===== src/rtl/cpu_pkg.sv =====
`default_nettype none

package cpu_pkg;

	////////////////////////////////////////////////////////////
	// Widths and reset state
	////////////////////////////////////////////////////////////
	localparam int XLEN = 32;
	localparam int REG_AW = 5;
	localparam logic [XLEN-1:0] RESET_PC = 32'h0000_0000;

	// MIPS32 primary opcodes
	localparam logic [5:0] OPC_SPECIAL = 6'h00;
	localparam logic [5:0] OPC_J = 6'h02;
	localparam logic [5:0] OPC_BEQ = 6'h04;
	localparam logic [5:0] OPC_BNE = 6'h05;
	localparam logic [5:0] OPC_ADDIU = 6'h09;
	localparam logic [5:0] OPC_ORI = 6'h0d;
	localparam logic [5:0] OPC_LUI = 6'h0f;
	localparam logic [5:0] OPC_LW = 6'h23;
	localparam logic [5:0] OPC_SW = 6'h2b;

	// Function field of SPECIAL
	localparam logic [5:0] FN_ADDU = 6'h21;
	localparam logic [5:0] FN_SUBU = 6'h23;
	localparam logic [5:0] FN_AND = 6'h24;
	localparam logic [5:0] FN_OR = 6'h25;
	localparam logic [5:0] FN_SLT = 6'h2a;

	////////////////////////////////////////////////////////////
	// Decoded instruction and control encodings
	////////////////////////////////////////////////////////////
	typedef enum logic [3:0] {
		OP_ADDU, OP_SUBU, OP_AND, OP_OR, OP_SLT,
		OP_ADDIU, OP_ORI, OP_LUI, OP_LW, OP_SW,
		OP_BEQ, OP_BNE, OP_J, OP_NOP
	} op_e;

	typedef enum logic [2:0] {
		ALU_ADD, ALU_SUB, ALU_AND, ALU_OR, ALU_SLT, ALU_LUI
	} alu_op_e;

	// Source of a decode operand, youngest producer wins
	typedef enum logic [1:0] {
		FWD_REG, FWD_EX, FWD_MEM, FWD_WB
	} fwd_sel_e;

	////////////////////////////////////////////////////////////
	// Pipeline registers
	////////////////////////////////////////////////////////////
	typedef struct packed {
		logic regwr;
		logic memtoreg;
		logic memwr;
		logic alu_b_imm;
		alu_op_e alu_op;
		logic [XLEN-1:0] a;
		logic [XLEN-1:0] b;
		logic [XLEN-1:0] imm_ext;
		logic [REG_AW-1:0] dst;
	} idex_t;

	typedef struct packed {
		logic regwr;
		logic memtoreg;
		logic memwr;
		logic [XLEN-1:0] result;
		logic [XLEN-1:0] wdata;
		logic [REG_AW-1:0] dst;
	} exmem_t;

	// Writeback bus into the register file
	typedef struct packed {
		logic regwr;
		logic [XLEN-1:0] data;
		logic [REG_AW-1:0] dst;
	} wb_t;

endpackage

`default_nettype wire


===== src/rtl/gpr_file.sv =====
`timescale 1ns/1ps
`default_nettype none

module gpr_file (
	input logic clk_i,
	input logic rst_n_i,
	input logic [cpu_pkg::REG_AW-1:0] rs_addr_i,
	input logic [cpu_pkg::REG_AW-1:0] rt_addr_i,
	input cpu_pkg::wb_t wb_i,
	output logic [cpu_pkg::XLEN-1:0] rs_data_o,
	output logic [cpu_pkg::XLEN-1:0] rt_data_o
);

	// No storage behind r0
	logic [cpu_pkg::XLEN-1:0] regs [1:31];

	function automatic logic [cpu_pkg::XLEN-1:0] read_port(
		input logic [cpu_pkg::REG_AW-1:0] addr
	);
		if (addr == '0) begin
			return '0;
		end
		// Same-cycle write is seen by the reader
		if (wb_i.regwr && wb_i.dst == addr) begin
			return wb_i.data;
		end
		return regs[addr];
	endfunction

	always_ff @(posedge clk_i) begin
		if (wb_i.regwr && wb_i.dst != '0) begin
			regs[wb_i.dst] <= wb_i.data;
		end
	end

	always_comb begin
		rs_data_o = read_port(rs_addr_i);
		rt_data_o = read_port(rt_addr_i);
	end

	// A written register reads back its value on the next cycle
	assert property (@(posedge clk_i) disable iff (!rst_n_i)
		(wb_i.regwr && wb_i.dst != '0) |=>
		(rs_addr_i != $past(wb_i.dst) || wb_i.regwr || rs_data_o == $past(wb_i.data)))
		else $error("register read back differs from the last write");

endmodule

`default_nettype wire


===== src/rtl/fetch_stage.sv =====
`timescale 1ns/1ps
`default_nettype none

module fetch_stage (
	input logic clk_i,
	input logic rst_n_i,
	input logic pause_i,
	input logic stall_i,
	input logic flush_i,
	input logic redirect_i,
	input logic [cpu_pkg::XLEN-1:0] target_i,
	input logic [cpu_pkg::XLEN-1:0] instr_i,
	output logic [cpu_pkg::XLEN-1:0] pc_o,
	output logic [cpu_pkg::XLEN-1:0] id_pc_o,
	output logic [cpu_pkg::XLEN-1:0] id_instr_o
);

	logic [cpu_pkg::XLEN-1:0] pc_q;
	logic [cpu_pkg::XLEN-1:0] pc_next;
	logic hold;

	assign hold = pause_i | stall_i;
	assign pc_next = redirect_i ? target_i : pc_q + 32'd4;
	assign pc_o = pc_q;

	always_ff @(posedge clk_i or negedge rst_n_i) begin
		if (!rst_n_i) begin
			pc_q <= cpu_pkg::RESET_PC;
		end else if (!hold) begin
			pc_q <= pc_next;
		end
	end

	// IF/ID, a flushed slot becomes the all-zero word which decodes as a NOP
	always_ff @(posedge clk_i or negedge rst_n_i) begin
		if (!rst_n_i) begin
			id_pc_o <= cpu_pkg::RESET_PC;
			id_instr_o <= '0;
		end else if (!hold) begin
			id_pc_o <= pc_q;
			id_instr_o <= flush_i ? '0 : instr_i;
		end
	end

endmodule

`default_nettype wire


===== src/rtl/hazard_unit.sv =====
`timescale 1ns/1ps
`default_nettype none

module hazard_unit (
	input logic [cpu_pkg::REG_AW-1:0] id_rs_i,
	input logic [cpu_pkg::REG_AW-1:0] id_rt_i,
	input logic id_uses_rt_i,
	input logic id_branch_i,
	input logic redirect_i,
	input logic [cpu_pkg::REG_AW-1:0] ex_dst_i,
	input logic ex_regwr_i,
	input logic ex_load_i,
	input logic [cpu_pkg::REG_AW-1:0] mem_dst_i,
	input logic mem_regwr_i,
	input cpu_pkg::wb_t wb_i,
	output cpu_pkg::fwd_sel_e fwd_a_o,
	output cpu_pkg::fwd_sel_e fwd_b_o,
	output logic stall_o,
	output logic flush_o
);

	logic ex_hit;

	function automatic cpu_pkg::fwd_sel_e pick_src(
		input logic [cpu_pkg::REG_AW-1:0] src,
		input logic ex_wr,
		input logic [cpu_pkg::REG_AW-1:0] ex_dst,
		input logic mem_wr,
		input logic [cpu_pkg::REG_AW-1:0] mem_dst,
		input cpu_pkg::wb_t wb
	);
		// r0 never forwards
		return (src == '0) ? cpu_pkg::FWD_REG :
			(ex_wr && ex_dst == src) ? cpu_pkg::FWD_EX :
			(mem_wr && mem_dst == src) ? cpu_pkg::FWD_MEM :
			(wb.regwr && wb.dst == src) ? cpu_pkg::FWD_WB :
			cpu_pkg::FWD_REG;
	endfunction

	assign fwd_a_o = pick_src(id_rs_i, ex_regwr_i, ex_dst_i, mem_regwr_i, mem_dst_i, wb_i);
	assign fwd_b_o = pick_src(id_rt_i, ex_regwr_i, ex_dst_i, mem_regwr_i, mem_dst_i, wb_i);

	// EX writes a register that decode reads this cycle
	assign ex_hit = ex_regwr_i && ex_dst_i != '0 &&
		(ex_dst_i == id_rs_i || (id_uses_rt_i && ex_dst_i == id_rt_i));

	// Load data is not ready in EX, and the compare path is too long for EX results
	assign stall_o = ex_hit && (ex_load_i || id_branch_i);
	assign flush_o = redirect_i && !stall_o;

	// Load-use detection only sees loads that write a register
	always_comb begin
		assert (!ex_load_i || ex_regwr_i)
			else $error("load in EX without register write");
	end

endmodule

`default_nettype wire


===== src/rtl/decode_stage.sv =====
`timescale 1ns/1ps
`default_nettype none

module decode_stage (
	input logic clk_i,
	input logic rst_n_i,
	input logic pause_i,
	input logic stall_i,
	input logic [cpu_pkg::XLEN-1:0] pc_i,
	input logic [cpu_pkg::XLEN-1:0] instr_i,
	input cpu_pkg::fwd_sel_e fwd_a_i,
	input cpu_pkg::fwd_sel_e fwd_b_i,
	input logic [cpu_pkg::XLEN-1:0] ex_result_i,
	input logic [cpu_pkg::XLEN-1:0] mem_data_i,
	input cpu_pkg::wb_t wb_i,
	output logic [cpu_pkg::REG_AW-1:0] rs_addr_o,
	output logic [cpu_pkg::REG_AW-1:0] rt_addr_o,
	output logic uses_rt_o,
	output logic branch_o,
	output logic redirect_o,
	output logic [cpu_pkg::XLEN-1:0] target_o,
	output cpu_pkg::idex_t idex_o
);

	logic [5:0] opcode;
	logic [5:0] funct;
	logic [15:0] imm;
	logic [cpu_pkg::REG_AW-1:0] rd;
	logic [cpu_pkg::XLEN-1:0] rs_val;
	logic [cpu_pkg::XLEN-1:0] rt_val;
	logic [cpu_pkg::XLEN-1:0] op_a;
	logic [cpu_pkg::XLEN-1:0] op_b;
	logic [cpu_pkg::XLEN-1:0] pc_plus4;
	logic is_rtype;
	logic eq;
	cpu_pkg::op_e op;
	cpu_pkg::idex_t idex_d;

	assign opcode = instr_i[31:26];
	assign funct = instr_i[5:0];
	assign imm = instr_i[15:0];
	assign rd = instr_i[15:11];
	assign rs_addr_o = instr_i[25:21];
	assign rt_addr_o = instr_i[20:16];

	gpr_file u_gpr_file (
		.clk_i(clk_i),
		.rst_n_i(rst_n_i),
		.rs_addr_i(rs_addr_o),
		.rt_addr_i(rt_addr_o),
		.wb_i(wb_i),
		.rs_data_o(rs_val),
		.rt_data_o(rt_val)
	);

	////////////////////////////////////////////////////////////
	// Instruction decode
	////////////////////////////////////////////////////////////
	always_comb begin
		op = cpu_pkg::OP_NOP;
		case (opcode)
			cpu_pkg::OPC_SPECIAL: begin
				case (funct)
					cpu_pkg::FN_ADDU: op = cpu_pkg::OP_ADDU;
					cpu_pkg::FN_SUBU: op = cpu_pkg::OP_SUBU;
					cpu_pkg::FN_AND: op = cpu_pkg::OP_AND;
					cpu_pkg::FN_OR: op = cpu_pkg::OP_OR;
					cpu_pkg::FN_SLT: op = cpu_pkg::OP_SLT;
					default: op = cpu_pkg::OP_NOP;
				endcase
			end
			cpu_pkg::OPC_ADDIU: op = cpu_pkg::OP_ADDIU;
			cpu_pkg::OPC_ORI: op = cpu_pkg::OP_ORI;
			cpu_pkg::OPC_LUI: op = cpu_pkg::OP_LUI;
			cpu_pkg::OPC_LW: op = cpu_pkg::OP_LW;
			cpu_pkg::OPC_SW: op = cpu_pkg::OP_SW;
			cpu_pkg::OPC_BEQ: op = cpu_pkg::OP_BEQ;
			cpu_pkg::OPC_BNE: op = cpu_pkg::OP_BNE;
			cpu_pkg::OPC_J: op = cpu_pkg::OP_J;
			default: op = cpu_pkg::OP_NOP;
		endcase
	end

	assign is_rtype = op inside {cpu_pkg::OP_ADDU, cpu_pkg::OP_SUBU, cpu_pkg::OP_AND,
		cpu_pkg::OP_OR, cpu_pkg::OP_SLT};
	assign uses_rt_o = is_rtype || op inside {cpu_pkg::OP_SW, cpu_pkg::OP_BEQ, cpu_pkg::OP_BNE};
	assign branch_o = op inside {cpu_pkg::OP_BEQ, cpu_pkg::OP_BNE};

	// Operand select, mirrors the four-input selectors of the EX forwarding path
	function automatic logic [cpu_pkg::XLEN-1:0] fwd_mux(
		input cpu_pkg::fwd_sel_e sel,
		input logic [cpu_pkg::XLEN-1:0] reg_val,
		input logic [cpu_pkg::XLEN-1:0] ex_val,
		input logic [cpu_pkg::XLEN-1:0] mem_val,
		input logic [cpu_pkg::XLEN-1:0] wb_val
	);
		case (sel)
			cpu_pkg::FWD_EX: return ex_val;
			cpu_pkg::FWD_MEM: return mem_val;
			cpu_pkg::FWD_WB: return wb_val;
			default: return reg_val;
		endcase
	endfunction

	assign op_a = fwd_mux(fwd_a_i, rs_val, ex_result_i, mem_data_i, wb_i.data);
	assign op_b = fwd_mux(fwd_b_i, rt_val, ex_result_i, mem_data_i, wb_i.data);

	// Branch resolution, no delay slot
	assign eq = op_a == op_b;
	assign pc_plus4 = pc_i + 32'd4;
	assign redirect_o = (op == cpu_pkg::OP_J) || (op == cpu_pkg::OP_BEQ && eq) ||
		(op == cpu_pkg::OP_BNE && !eq);
	assign target_o = (op == cpu_pkg::OP_J) ? {pc_plus4[31:28], instr_i[25:0], 2'b00} :
		pc_plus4 + {{14{imm[15]}}, imm, 2'b00};

	always_comb begin
		idex_d = '0;
		idex_d.regwr = is_rtype || op inside {cpu_pkg::OP_ADDIU, cpu_pkg::OP_ORI,
			cpu_pkg::OP_LUI, cpu_pkg::OP_LW};
		idex_d.memtoreg = op == cpu_pkg::OP_LW;
		idex_d.memwr = op == cpu_pkg::OP_SW;
		idex_d.alu_b_imm = op inside {cpu_pkg::OP_ADDIU, cpu_pkg::OP_ORI, cpu_pkg::OP_LUI,
			cpu_pkg::OP_LW, cpu_pkg::OP_SW};
		case (op)
			cpu_pkg::OP_SUBU: idex_d.alu_op = cpu_pkg::ALU_SUB;
			cpu_pkg::OP_AND: idex_d.alu_op = cpu_pkg::ALU_AND;
			cpu_pkg::OP_OR, cpu_pkg::OP_ORI: idex_d.alu_op = cpu_pkg::ALU_OR;
			cpu_pkg::OP_SLT: idex_d.alu_op = cpu_pkg::ALU_SLT;
			cpu_pkg::OP_LUI: idex_d.alu_op = cpu_pkg::ALU_LUI;
			default: idex_d.alu_op = cpu_pkg::ALU_ADD;
		endcase
		idex_d.a = op_a;
		idex_d.b = op_b;
		// ORI zero-extends, the rest sign-extend
		idex_d.imm_ext = (op == cpu_pkg::OP_ORI) ? {16'h0000, imm} : {{16{imm[15]}}, imm};
		idex_d.dst = is_rtype ? rd : rt_addr_o;
	end

	// ID/EX, stall inserts a bubble
	always_ff @(posedge clk_i or negedge rst_n_i) begin
		if (!rst_n_i) begin
			idex_o <= '0;
		end else if (!pause_i) begin
			idex_o <= stall_i ? '0 : idex_d;
		end
	end

endmodule

`default_nettype wire


===== src/rtl/exec_mem_stage.sv =====
`timescale 1ns/1ps
`default_nettype none

module exec_mem_stage (
	input logic clk_i,
	input logic rst_n_i,
	input logic pause_i,
	input cpu_pkg::idex_t idex_i,
	input logic [cpu_pkg::XLEN-1:0] dm_dat_i,
	output logic [cpu_pkg::XLEN-1:0] ex_result_o,
	output logic [cpu_pkg::REG_AW-1:0] ex_dst_o,
	output logic ex_regwr_o,
	output logic ex_load_o,
	output logic [cpu_pkg::REG_AW-1:0] mem_dst_o,
	output logic mem_regwr_o,
	output logic [cpu_pkg::XLEN-1:0] mem_data_o,
	output cpu_pkg::wb_t wb_o,
	output logic [cpu_pkg::XLEN-1:0] dm_adr_o,
	output logic [cpu_pkg::XLEN-1:0] dm_dat_o,
	output logic dm_en_o,
	output logic dm_wr_o
);

	logic [cpu_pkg::XLEN-1:0] alu_b;
	cpu_pkg::exmem_t exmem_q;

	////////////////////////////////////////////////////////////
	// EX
	////////////////////////////////////////////////////////////
	assign alu_b = idex_i.alu_b_imm ? idex_i.imm_ext : idex_i.b;

	always_comb begin
		case (idex_i.alu_op)
			cpu_pkg::ALU_SUB: ex_result_o = idex_i.a - alu_b;
			cpu_pkg::ALU_AND: ex_result_o = idex_i.a & alu_b;
			cpu_pkg::ALU_OR: ex_result_o = idex_i.a | alu_b;
			cpu_pkg::ALU_SLT: ex_result_o = {31'd0, $signed(idex_i.a) < $signed(alu_b)};
			cpu_pkg::ALU_LUI: ex_result_o = {alu_b[15:0], 16'h0000};
			default: ex_result_o = idex_i.a + alu_b;
		endcase
	end

	assign ex_dst_o = idex_i.dst;
	assign ex_regwr_o = idex_i.regwr;
	assign ex_load_o = idex_i.memtoreg;

	always_ff @(posedge clk_i or negedge rst_n_i) begin
		if (!rst_n_i) begin
			exmem_q <= '0;
		end else if (!pause_i) begin
			exmem_q.regwr <= idex_i.regwr;
			exmem_q.memtoreg <= idex_i.memtoreg;
			exmem_q.memwr <= idex_i.memwr;
			exmem_q.result <= ex_result_o;
			exmem_q.wdata <= idex_i.b;
			exmem_q.dst <= idex_i.dst;
		end
	end

	////////////////////////////////////////////////////////////
	// MEM
	////////////////////////////////////////////////////////////
	assign dm_adr_o = exmem_q.result;
	assign dm_dat_o = exmem_q.wdata;
	assign dm_en_o = exmem_q.memtoreg | exmem_q.memwr;
	assign dm_wr_o = exmem_q.memwr;

	assign mem_dst_o = exmem_q.dst;
	assign mem_regwr_o = exmem_q.regwr;
	assign mem_data_o = exmem_q.memtoreg ? dm_dat_i : exmem_q.result;

	// MEM/WB
	always_ff @(posedge clk_i or negedge rst_n_i) begin
		if (!rst_n_i) begin
			wb_o <= '0;
		end else if (!pause_i) begin
			wb_o.regwr <= exmem_q.regwr;
			wb_o.data <= mem_data_o;
			wb_o.dst <= exmem_q.dst;
		end
	end

	// Loads and stores form their address as base plus offset
	assert property (@(posedge clk_i) disable iff (!rst_n_i)
		(idex_i.memtoreg || idex_i.memwr) |->
		(idex_i.alu_b_imm && idex_i.alu_op == cpu_pkg::ALU_ADD))
		else $error("memory access without base plus offset address");

endmodule

`default_nettype wire


===== src/rtl/pipeline_cpu.sv =====
`timescale 1ns/1ps
`default_nettype none

module pipeline_cpu (
	input logic clk_i,
	input logic rst_n_i,
	input logic ext_pause_i,
	output logic [cpu_pkg::XLEN-1:0] im_adr_o,
	input logic [cpu_pkg::XLEN-1:0] im_dat_i,
	output logic [cpu_pkg::XLEN-1:0] dm_adr_o,
	output logic [cpu_pkg::XLEN-1:0] dm_dat_o,
	output logic dm_en_o,
	output logic dm_wr_o,
	input logic [cpu_pkg::XLEN-1:0] dm_dat_i
);

	////////////////////////////////////////////////////////////
	// Inter-stage wires
	////////////////////////////////////////////////////////////
	logic [cpu_pkg::XLEN-1:0] id_pc;
	logic [cpu_pkg::XLEN-1:0] id_instr;
	logic [cpu_pkg::XLEN-1:0] id_target;
	logic [cpu_pkg::REG_AW-1:0] id_rs_addr;
	logic [cpu_pkg::REG_AW-1:0] id_rt_addr;
	logic id_uses_rt;
	logic id_branch;
	logic id_redirect;
	cpu_pkg::fwd_sel_e id_fwd_a;
	cpu_pkg::fwd_sel_e id_fwd_b;
	cpu_pkg::idex_t idex;
	logic [cpu_pkg::XLEN-1:0] ex_result;
	logic [cpu_pkg::REG_AW-1:0] ex_dst;
	logic ex_regwr;
	logic ex_load;
	logic [cpu_pkg::REG_AW-1:0] mem_dst;
	logic mem_regwr;
	logic [cpu_pkg::XLEN-1:0] mem_data;
	cpu_pkg::wb_t wb;
	logic stall_id;
	logic flush_if;

	fetch_stage u_fetch_stage (
		.clk_i(clk_i),
		.rst_n_i(rst_n_i),
		.pause_i(ext_pause_i),
		.stall_i(stall_id),
		.flush_i(flush_if),
		.redirect_i(id_redirect),
		.target_i(id_target),
		.instr_i(im_dat_i),
		.pc_o(im_adr_o),
		.id_pc_o(id_pc),
		.id_instr_o(id_instr)
	);

	decode_stage u_decode_stage (
		.clk_i(clk_i),
		.rst_n_i(rst_n_i),
		.pause_i(ext_pause_i),
		.stall_i(stall_id),
		.pc_i(id_pc),
		.instr_i(id_instr),
		.fwd_a_i(id_fwd_a),
		.fwd_b_i(id_fwd_b),
		.ex_result_i(ex_result),
		.mem_data_i(mem_data),
		.wb_i(wb),
		.rs_addr_o(id_rs_addr),
		.rt_addr_o(id_rt_addr),
		.uses_rt_o(id_uses_rt),
		.branch_o(id_branch),
		.redirect_o(id_redirect),
		.target_o(id_target),
		.idex_o(idex)
	);

	hazard_unit u_hazard_unit (
		.id_rs_i(id_rs_addr),
		.id_rt_i(id_rt_addr),
		.id_uses_rt_i(id_uses_rt),
		.id_branch_i(id_branch),
		.redirect_i(id_redirect),
		.ex_dst_i(ex_dst),
		.ex_regwr_i(ex_regwr),
		.ex_load_i(ex_load),
		.mem_dst_i(mem_dst),
		.mem_regwr_i(mem_regwr),
		.wb_i(wb),
		.fwd_a_o(id_fwd_a),
		.fwd_b_o(id_fwd_b),
		.stall_o(stall_id),
		.flush_o(flush_if)
	);

	exec_mem_stage u_exec_mem_stage (
		.clk_i(clk_i),
		.rst_n_i(rst_n_i),
		.pause_i(ext_pause_i),
		.idex_i(idex),
		.dm_dat_i(dm_dat_i),
		.ex_result_o(ex_result),
		.ex_dst_o(ex_dst),
		.ex_regwr_o(ex_regwr),
		.ex_load_o(ex_load),
		.mem_dst_o(mem_dst),
		.mem_regwr_o(mem_regwr),
		.mem_data_o(mem_data),
		.wb_o(wb),
		.dm_adr_o(dm_adr_o),
		.dm_dat_o(dm_dat_o),
		.dm_en_o(dm_en_o),
		.dm_wr_o(dm_wr_o)
	);

endmodule

`default_nettype wire


===== config.mk =====
export PLATFORM = sky130hd
export DESIGN_NAME = pipeline_cpu
export DESIGN_NICKNAME = d
export VERILOG_FILES = /design/src/rtl/cpu_pkg.sv /design/src/rtl/gpr_file.sv /design/src/rtl/fetch_stage.sv /design/src/rtl/hazard_unit.sv /design/src/rtl/decode_stage.sv /design/src/rtl/exec_mem_stage.sv /design/src/rtl/pipeline_cpu.sv
export SDC_FILE = /design/constraint.sdc
export NUM_CORES = 2
export LEC_CHECK = 0
export ABC_AREA = 0
export BUFFER_PORTS_ARGS = -buffer_cell sky130_fd_sc_hd__clkbuf_2
export CORE_UTILIZATION = 45
export CTS_BUF_LIST = sky130_fd_sc_hd__clkbuf_8
export DETAILED_ROUTE_END_ITERATION = 8
export RECOVER_POWER = 50
export SYNTH_ARGS = -nofsm -noshare
export SYNTH_HDL_FRONTEND = slang
export SYNTH_SLANG_ARGS = --single-unit

===== constraint.sdc =====
create_clock -name clk_i -period 8.4 [get_ports clk_i]
set_input_delay 1.26 -clock clk_i [delete_from_list [all_inputs] [get_ports clk_i]]
set_output_delay 1.26 -clock clk_i [all_outputs]
set_load 0.01 [all_outputs]

==> Implementation_results.wiki <==
{| class="wikitable"
! Metric !! Value
|-
| R2r endpoint || u_fetch_stage.pc_o[14]$_DFFE_PN0N_
|-
| H-tree levels || 4
|-
| Share of the synthesized area in the top cell type || a little over two fifths
|-
| Worst-skew pair later-pin latency || just under 1 ns
|-
| Final critical-path share of the clock period || around 92%
|-
| Syn_nets || 5456
|-
| CTS tree || built
|-
| Min-Delay Path Depth || 2
|-
| Number of synthesized register bits || roughly 1300
|-
| Count of port buffers added during placement || approximately 160
|-
| Top cell type by total area after synthesis || sky130_fd_sc_hd__edfxtp_1
|-
| Clock-pin transition on the worst setup and hold timing paths || 0.07 ns
|-
| XOR/XNOR Fraction of Synth Area || under 10%
|-
| Cts-stage hold buffer count || 0
|-
| Synthesis warning total || 0
|-
| Setup repair after global routing missed its margin || false
|-
| Failing checks || max-capacitance violations, max-slew violations
|-
| Count of endpoints failing hold in the final timing report || 0
|-
| Syn avg cell area || 13.4 um^2
|-
| Net Switching || between 7 and 8 mW
|-
| Reg power frac || 45.1%
|-
| Total global routing track utilization || between 30% and 40%
|-
| Worst setup path category || flip-flop to flip-flop
|-
| Maximum number of pins on one net before global-route repair || between 100 and 150
|-
| Most used flip-flop cell after synthesis || sky130_fd_sc_hd__edfxtp_1
|-
| Period minus WS final || between 7 and 8 ns
|-
| Clock buffers created by TritonCTS || 215
|-
| Clock root buffer master || sky130_fd_sc_hd__clkbuf_8
|-
| Hold path startpoint || u_decode_stage.idex_o[35]$_DFFE_PN0N_
|-
| Count of filler cells inserted in the layout || around 13000
|-
| Wire length of the first global-routing pass || roughly 350 mm
|-
| Share of power burned in combinational logic || around 28%
|-
| Result of the run || finished, violations left
|-
| Adder and majority gate portion of the synthesized area || 2.36%
|-
| Worst hold-check slack || between 0.4 and 0.5 ns
|-
| Mux contribution to synthesized area || approximately a fifth
|-
| Worst hold path class || flip-flop to flip-flop
|-
| Routed WL || around 250 mm
|-
| Total clock sinks || about 1300
|-
| Post-DP HPWL || between 150 and 200 mm
|-
| Fmax || 129 MHz
|-
| Distinct cell type count of the synthesized netlist || just over 100
|-
| Final TNS setup || 0 ns
|-
| Post-DR wirelength/cell || approximately 33 um
|-
| Finish-stage setup viols || 0
|-
| Worst Hold Path EP || u_decode_stage.idex_o[35]$_DFFE_PN0N_
|-
| Slew at the pin closest to its max-slew limit || approximately 4 ns
|-
| Total via count in the routed design || between 50000 and 60000
|-
| Post-CTS resize count || 0
|-
| Horizontal die dimension || just under 400 um
|-
| Cell Int Power || 13.1 mW
|-
| Switching Fraction || between 30% and 40%
|-
| Data required time of the critical path || around 9 ns
|-
| Die Height || a little under 400 um
|-
| Number of placement rows || 144
|-
| Simple-gate area share of the yosys netlist || under 10%
|-
| Number of cell instances on the worst register-to-register path || 23
|-
| Synth async-reset ratio || 23.2%
|-
| Remaining number of nets flagged by the antenna check after routing || 0
|-
| Maximum capacitance violations || 9
|-
| Worst slew margin || -168%
|-
| Per-cell via count in the routed design || 6.62
|-
| Fraction of layout instances using a drive strength above 1 || about a quarter
|-
| Grt ovf || 0
|-
| Leading cell types by total area after synthesis || sky130_fd_sc_hd__edfxtp_1, sky130_fd_sc_hd__mux4_2, sky130_fd_sc_hd__dfrtp_1, sky130_fd_sc_hd__mux2i_1, sky130_fd_sc_hd__nand2_1
|-
| Worst VDD drop || ~0.00015 V
|-
| Area of the mapped netlist || 70500 um^2
|-
| Final estimated routing congestion in global placement || 0.983
|-
| Effective utilization at floorplan || 45.5%
|-
| Antenna violations before repair || 11
|-
| Leakage power summed over all cells || roughly 28 nW
|-
| Dominant combinational cell family by area after synthesis || multiplexers
|-
| Full die area || between 150000 and 200000 um^2
|-
| Vias in the first global route || between 40000 and 50000
|-
| Data arrival at the endpoint of the critical path || ~8.6 ns
|-
| Worst r2r src || u_decode_stage.idex_o[104]$_DFFE_PN0N_
|-
| Number of nets in the finished design || 5552
|-
| I/O pin cnt || roughly 170
|-
| Clock Skews || around 0.055 ns
|-
| Count of final max-slew check failures || ~520
|-
| Clock network fraction of total power || a little over a quarter
|-
| Number of violations reported at the end of detailed-routing iteration 0 || around 6600
|-
| Length of the first detailed-routing pass in iterations || 6
|-
| Cell count after synthesis || approximately 5300
|-
| Worst reg-to-reg setup slack || between 0.6 and 0.7 ns
|-
| Startpoint Class || flip-flop
|-
| Count of unresolved DRC violations after routing || 0
|-
| Post-synthesis compound-gate area fraction || roughly a tenth
|-
| Buffers inserted by post-CTS timing repair || 0
|-
| Fraction of the yosys area taken by sequential cells || a little over half
|-
| Crit path max fanout || 19
|-
| Worst Setup End Kind || flip-flop
|-
| Power per cell area || between 200 and 300 nW/um^2
|-
| Total core area || roughly 150000 um^2
|-
| Maximum buffer depth of the clock tree || 3
|-
| Signed area change from the synthesized netlist to the final layout || 9.58%
|-
| Number of flops mapped to enable cells by yosys || 992
|-
| Post-Route Utilization || 49.9%
|}
final cells by class:
class | count | area [um^2] | area share, %
flip-flops and latches | 1291 | 37300 | 48.3
multi-input cells | 3371 | 30400 | 39.4
clock buffers | 230 | 3170 | 4.10
well taps | 2044 | 2560 | 3.31
repair buffers | 313 | 2100 | 2.72
clock inverters | 162 | 1050 | 1.36
inverters | 162 | 611 | 0.791
diodes | 3 | 7.51 | 0.00972
power groups by stage:
stage	registers [mW]	clock network [mW]	logic [mW]
final	9.43	5.58	5.92
after global placement	9.46	0	5.80
after floorplan	8.81	0	4.07
after CTS	9.37	5.66	5.82
after global routing	9.50	5.92	6.30
after detailed placement	9.49	0	5.79
kinds of logic after synthesis:
| kind of cell | Yosys count |
|---|---|
| adders and majority gates | 131 |
| AOI/OAI and AO/OA | 1102 |
| xor gates and xnor gates | 101 |
| DFF | 1291 |
| muxes | 811 |
| buffers and inverters | 596 |
| and+or+nand+nor | 1226 |
sequential cells by signal, summed over array words and instances (netlist names):
name / flops
u_exec_mem_stage.mem_dst_o: 5
u_fetch_stage.id_pc_o: 32
u_exec_mem_stage.dm_dat_o: 32
u_decode_stage.idex_o: 93
u_exec_mem_stage.wb_o: 38
u_exec_mem_stage.dm_adr_o: 32
u_exec_mem_stage.dm_wr_o: 1
u_fetch_stage.pc_o: 32
u_exec_mem_stage.exmem_q: 1
u_decode_stage.u_gpr_file.regs: 992
u_fetch_stage.id_instr_o: 32
u_exec_mem_stage.mem_regwr_o: 1
worst max path at each step:
stage	from	end	slack, ns	cells past startpoint
6_report	u_decode_stage.idex_o[104]$_DFFE_PN0N_	u_fetch_stage.pc_o[14]$_DFFE_PN0N_	0.68	23
5_1_grt	u_decode_stage.idex_o[104]$_DFFE_PN0N_	u_fetch_stage.pc_o[11]$_DFFE_PN0N_	0.47	25
4_1_cts	u_decode_stage.idex_o[104]$_DFFE_PN0N_	u_fetch_stage.pc_o[14]$_DFFE_PN0N_	0.83	23
3_5_place_dp	u_decode_stage.idex_o[104]$_DFFE_PN0N_	u_fetch_stage.pc_o[14]$_DFFE_PN0N_	0.82	23
3_3_place_gp	u_decode_stage.idex_o[104]$_DFFE_PN0N_	u_fetch_stage.pc_o[14]$_DFFE_PN0N_	0.87	23
2_1_floorplan	u_decode_stage.idex_o[104]$_DFFE_PN0N_	u_fetch_stage.pc_o[20]$_DFFE_PN0N_	2.34	26
cells in the mapped netlist (77+ instances only):
cell / instances
sky130_fd_sc_hd__a21oi_1: 269
sky130_fd_sc_hd__buf_2: 82
sky130_fd_sc_hd__buf_4: 110
sky130_fd_sc_hd__clkbuf_1: 178
sky130_fd_sc_hd__dfrtp_1: 299
sky130_fd_sc_hd__edfxtp_1: 992
sky130_fd_sc_hd__ha_1: 128
sky130_fd_sc_hd__inv_1: 157
sky130_fd_sc_hd__mux2_2: 114
sky130_fd_sc_hd__mux2i_1: 203
sky130_fd_sc_hd__mux4_2: 492
sky130_fd_sc_hd__nand2_1: 452
sky130_fd_sc_hd__nand3_1: 128
sky130_fd_sc_hd__nor2_1: 274
sky130_fd_sc_hd__nor3_1: 77
sky130_fd_sc_hd__o21ai_0: 196
placed cells by master (no fill, tap or decap), types with 21 or more instances in the layout:
master / Yosys / layout
sky130_fd_sc_hd__o211ai_1: 32 / 32
sky130_fd_sc_hd__clkbuf_8: 0 / 230
sky130_fd_sc_hd__dfrtp_1: 299 / 288
sky130_fd_sc_hd__o221ai_1: 22 / 22
sky130_fd_sc_hd__and3_1: 39 / 39
sky130_fd_sc_hd__o21ai_0: 196 / 196
sky130_fd_sc_hd__clkbuf_2: 0 / 164
sky130_fd_sc_hd__mux4_2: 492 / 492
sky130_fd_sc_hd__a221oi_1: 31 / 31
sky130_fd_sc_hd__a31oi_1: 37 / 37
sky130_fd_sc_hd__a22oi_1: 29 / 29
sky130_fd_sc_hd__inv_1: 157 / 225
sky130_fd_sc_hd__nor2_1: 274 / 253
sky130_fd_sc_hd__edfxtp_1: 992 / 992
sky130_fd_sc_hd__nand4_1: 47 / 47
sky130_fd_sc_hd__a21o_1: 28 / 27
sky130_fd_sc_hd__nand2b_1: 39 / 39
sky130_fd_sc_hd__xnor2_1: 57 / 57
sky130_fd_sc_hd__and2_1: 26 / 26
sky130_fd_sc_hd__clkinv_2: 0 / 25
sky130_fd_sc_hd__ha_1: 128 / 128
sky130_fd_sc_hd__clkinv_1: 3 / 47
sky130_fd_sc_hd__nand2_1: 452 / 452
sky130_fd_sc_hd__nor2b_1: 36 / 36
sky130_fd_sc_hd__nand3_1: 128 / 128
sky130_fd_sc_hd__or3_1: 21 / 21
sky130_fd_sc_hd__xor2_1: 44 / 44
sky130_fd_sc_hd__buf_4: 110 / 126
sky130_fd_sc_hd__o22ai_1: 59 / 59
sky130_fd_sc_hd__nor3_1: 77 / 72
sky130_fd_sc_hd__mux2i_1: 203 / 203
sky130_fd_sc_hd__mux2_2: 114 / 113
sky130_fd_sc_hd__a22o_1: 54 / 54
sky130_fd_sc_hd__a21oi_1: 269 / 268
sky130_fd_sc_hd__a211oi_1: 75 / 75
sky130_fd_sc_hd__o31ai_1: 30 / 30
sky130_fd_sc_hd__nor2_4: 1 / 22
sky130_fd_sc_hd__nor4_1: 25 / 21
critical path, stage by stage (launching register included):
cell                        delay, ns
sky130_fd_sc_hd__dfrtp_1         0.32
sky130_fd_sc_hd__buf_4           0.35
sky130_fd_sc_hd__mux2_4          0.26
sky130_fd_sc_hd__ha_1            0.19
sky130_fd_sc_hd__inv_1           0.07
sky130_fd_sc_hd__fa_1            0.43
sky130_fd_sc_hd__nand2b_1        0.23
sky130_fd_sc_hd__a211oi_1        0.26
sky130_fd_sc_hd__nand3b_1        0.24
sky130_fd_sc_hd__o21ai_1         0.26
sky130_fd_sc_hd__o31a_1          0.48
sky130_fd_sc_hd__a211o_1         0.33
sky130_fd_sc_hd__o22ai_1         0.56
sky130_fd_sc_hd__o21ai_0         0.16
sky130_fd_sc_hd__and3_1          0.24
sky130_fd_sc_hd__xor2_1          0.16
sky130_fd_sc_hd__a2111oi_0       0.80
sky130_fd_sc_hd__nand4_1         0.38
sky130_fd_sc_hd__nor4_4          0.42
sky130_fd_sc_hd__buf_4           0.20
sky130_fd_sc_hd__and3_1          0.37
sky130_fd_sc_hd__or2_4           0.29
sky130_fd_sc_hd__mux2_2          0.35
sky130_fd_sc_hd__o221a_2         0.22
per-layer routing:
metal / GRT usage (%) / vias to the layer above / wire, um
met1: 40.7 / 25700 / 94000
met4: 16.1 / 4 / 14100
met5: 0 / - / 21
met3: 6.86 / 604 / 24900
met2: 48.8 / 2912 / 115000
li1: - / 20900 / -
metrics by stage:
stage | total power [mW] | area [um^2] | std cells | worst slack, ns
finish | 20.9 | 77200 | 7576 | 0.678
global route | 21.7 | 77200 | 7574 | 0.473
CTS | 20.9 | 77300 | 7573 | 0.828
detailed placement | 15.3 | 73100 | 7181 | 0.817
global placement | 15.3 | 73100 | 7181 | 0.874
floorplan | 12.9 | 70500 | 5258 | 2.34
Note: power is estimated with default switching activity, not from simulation.
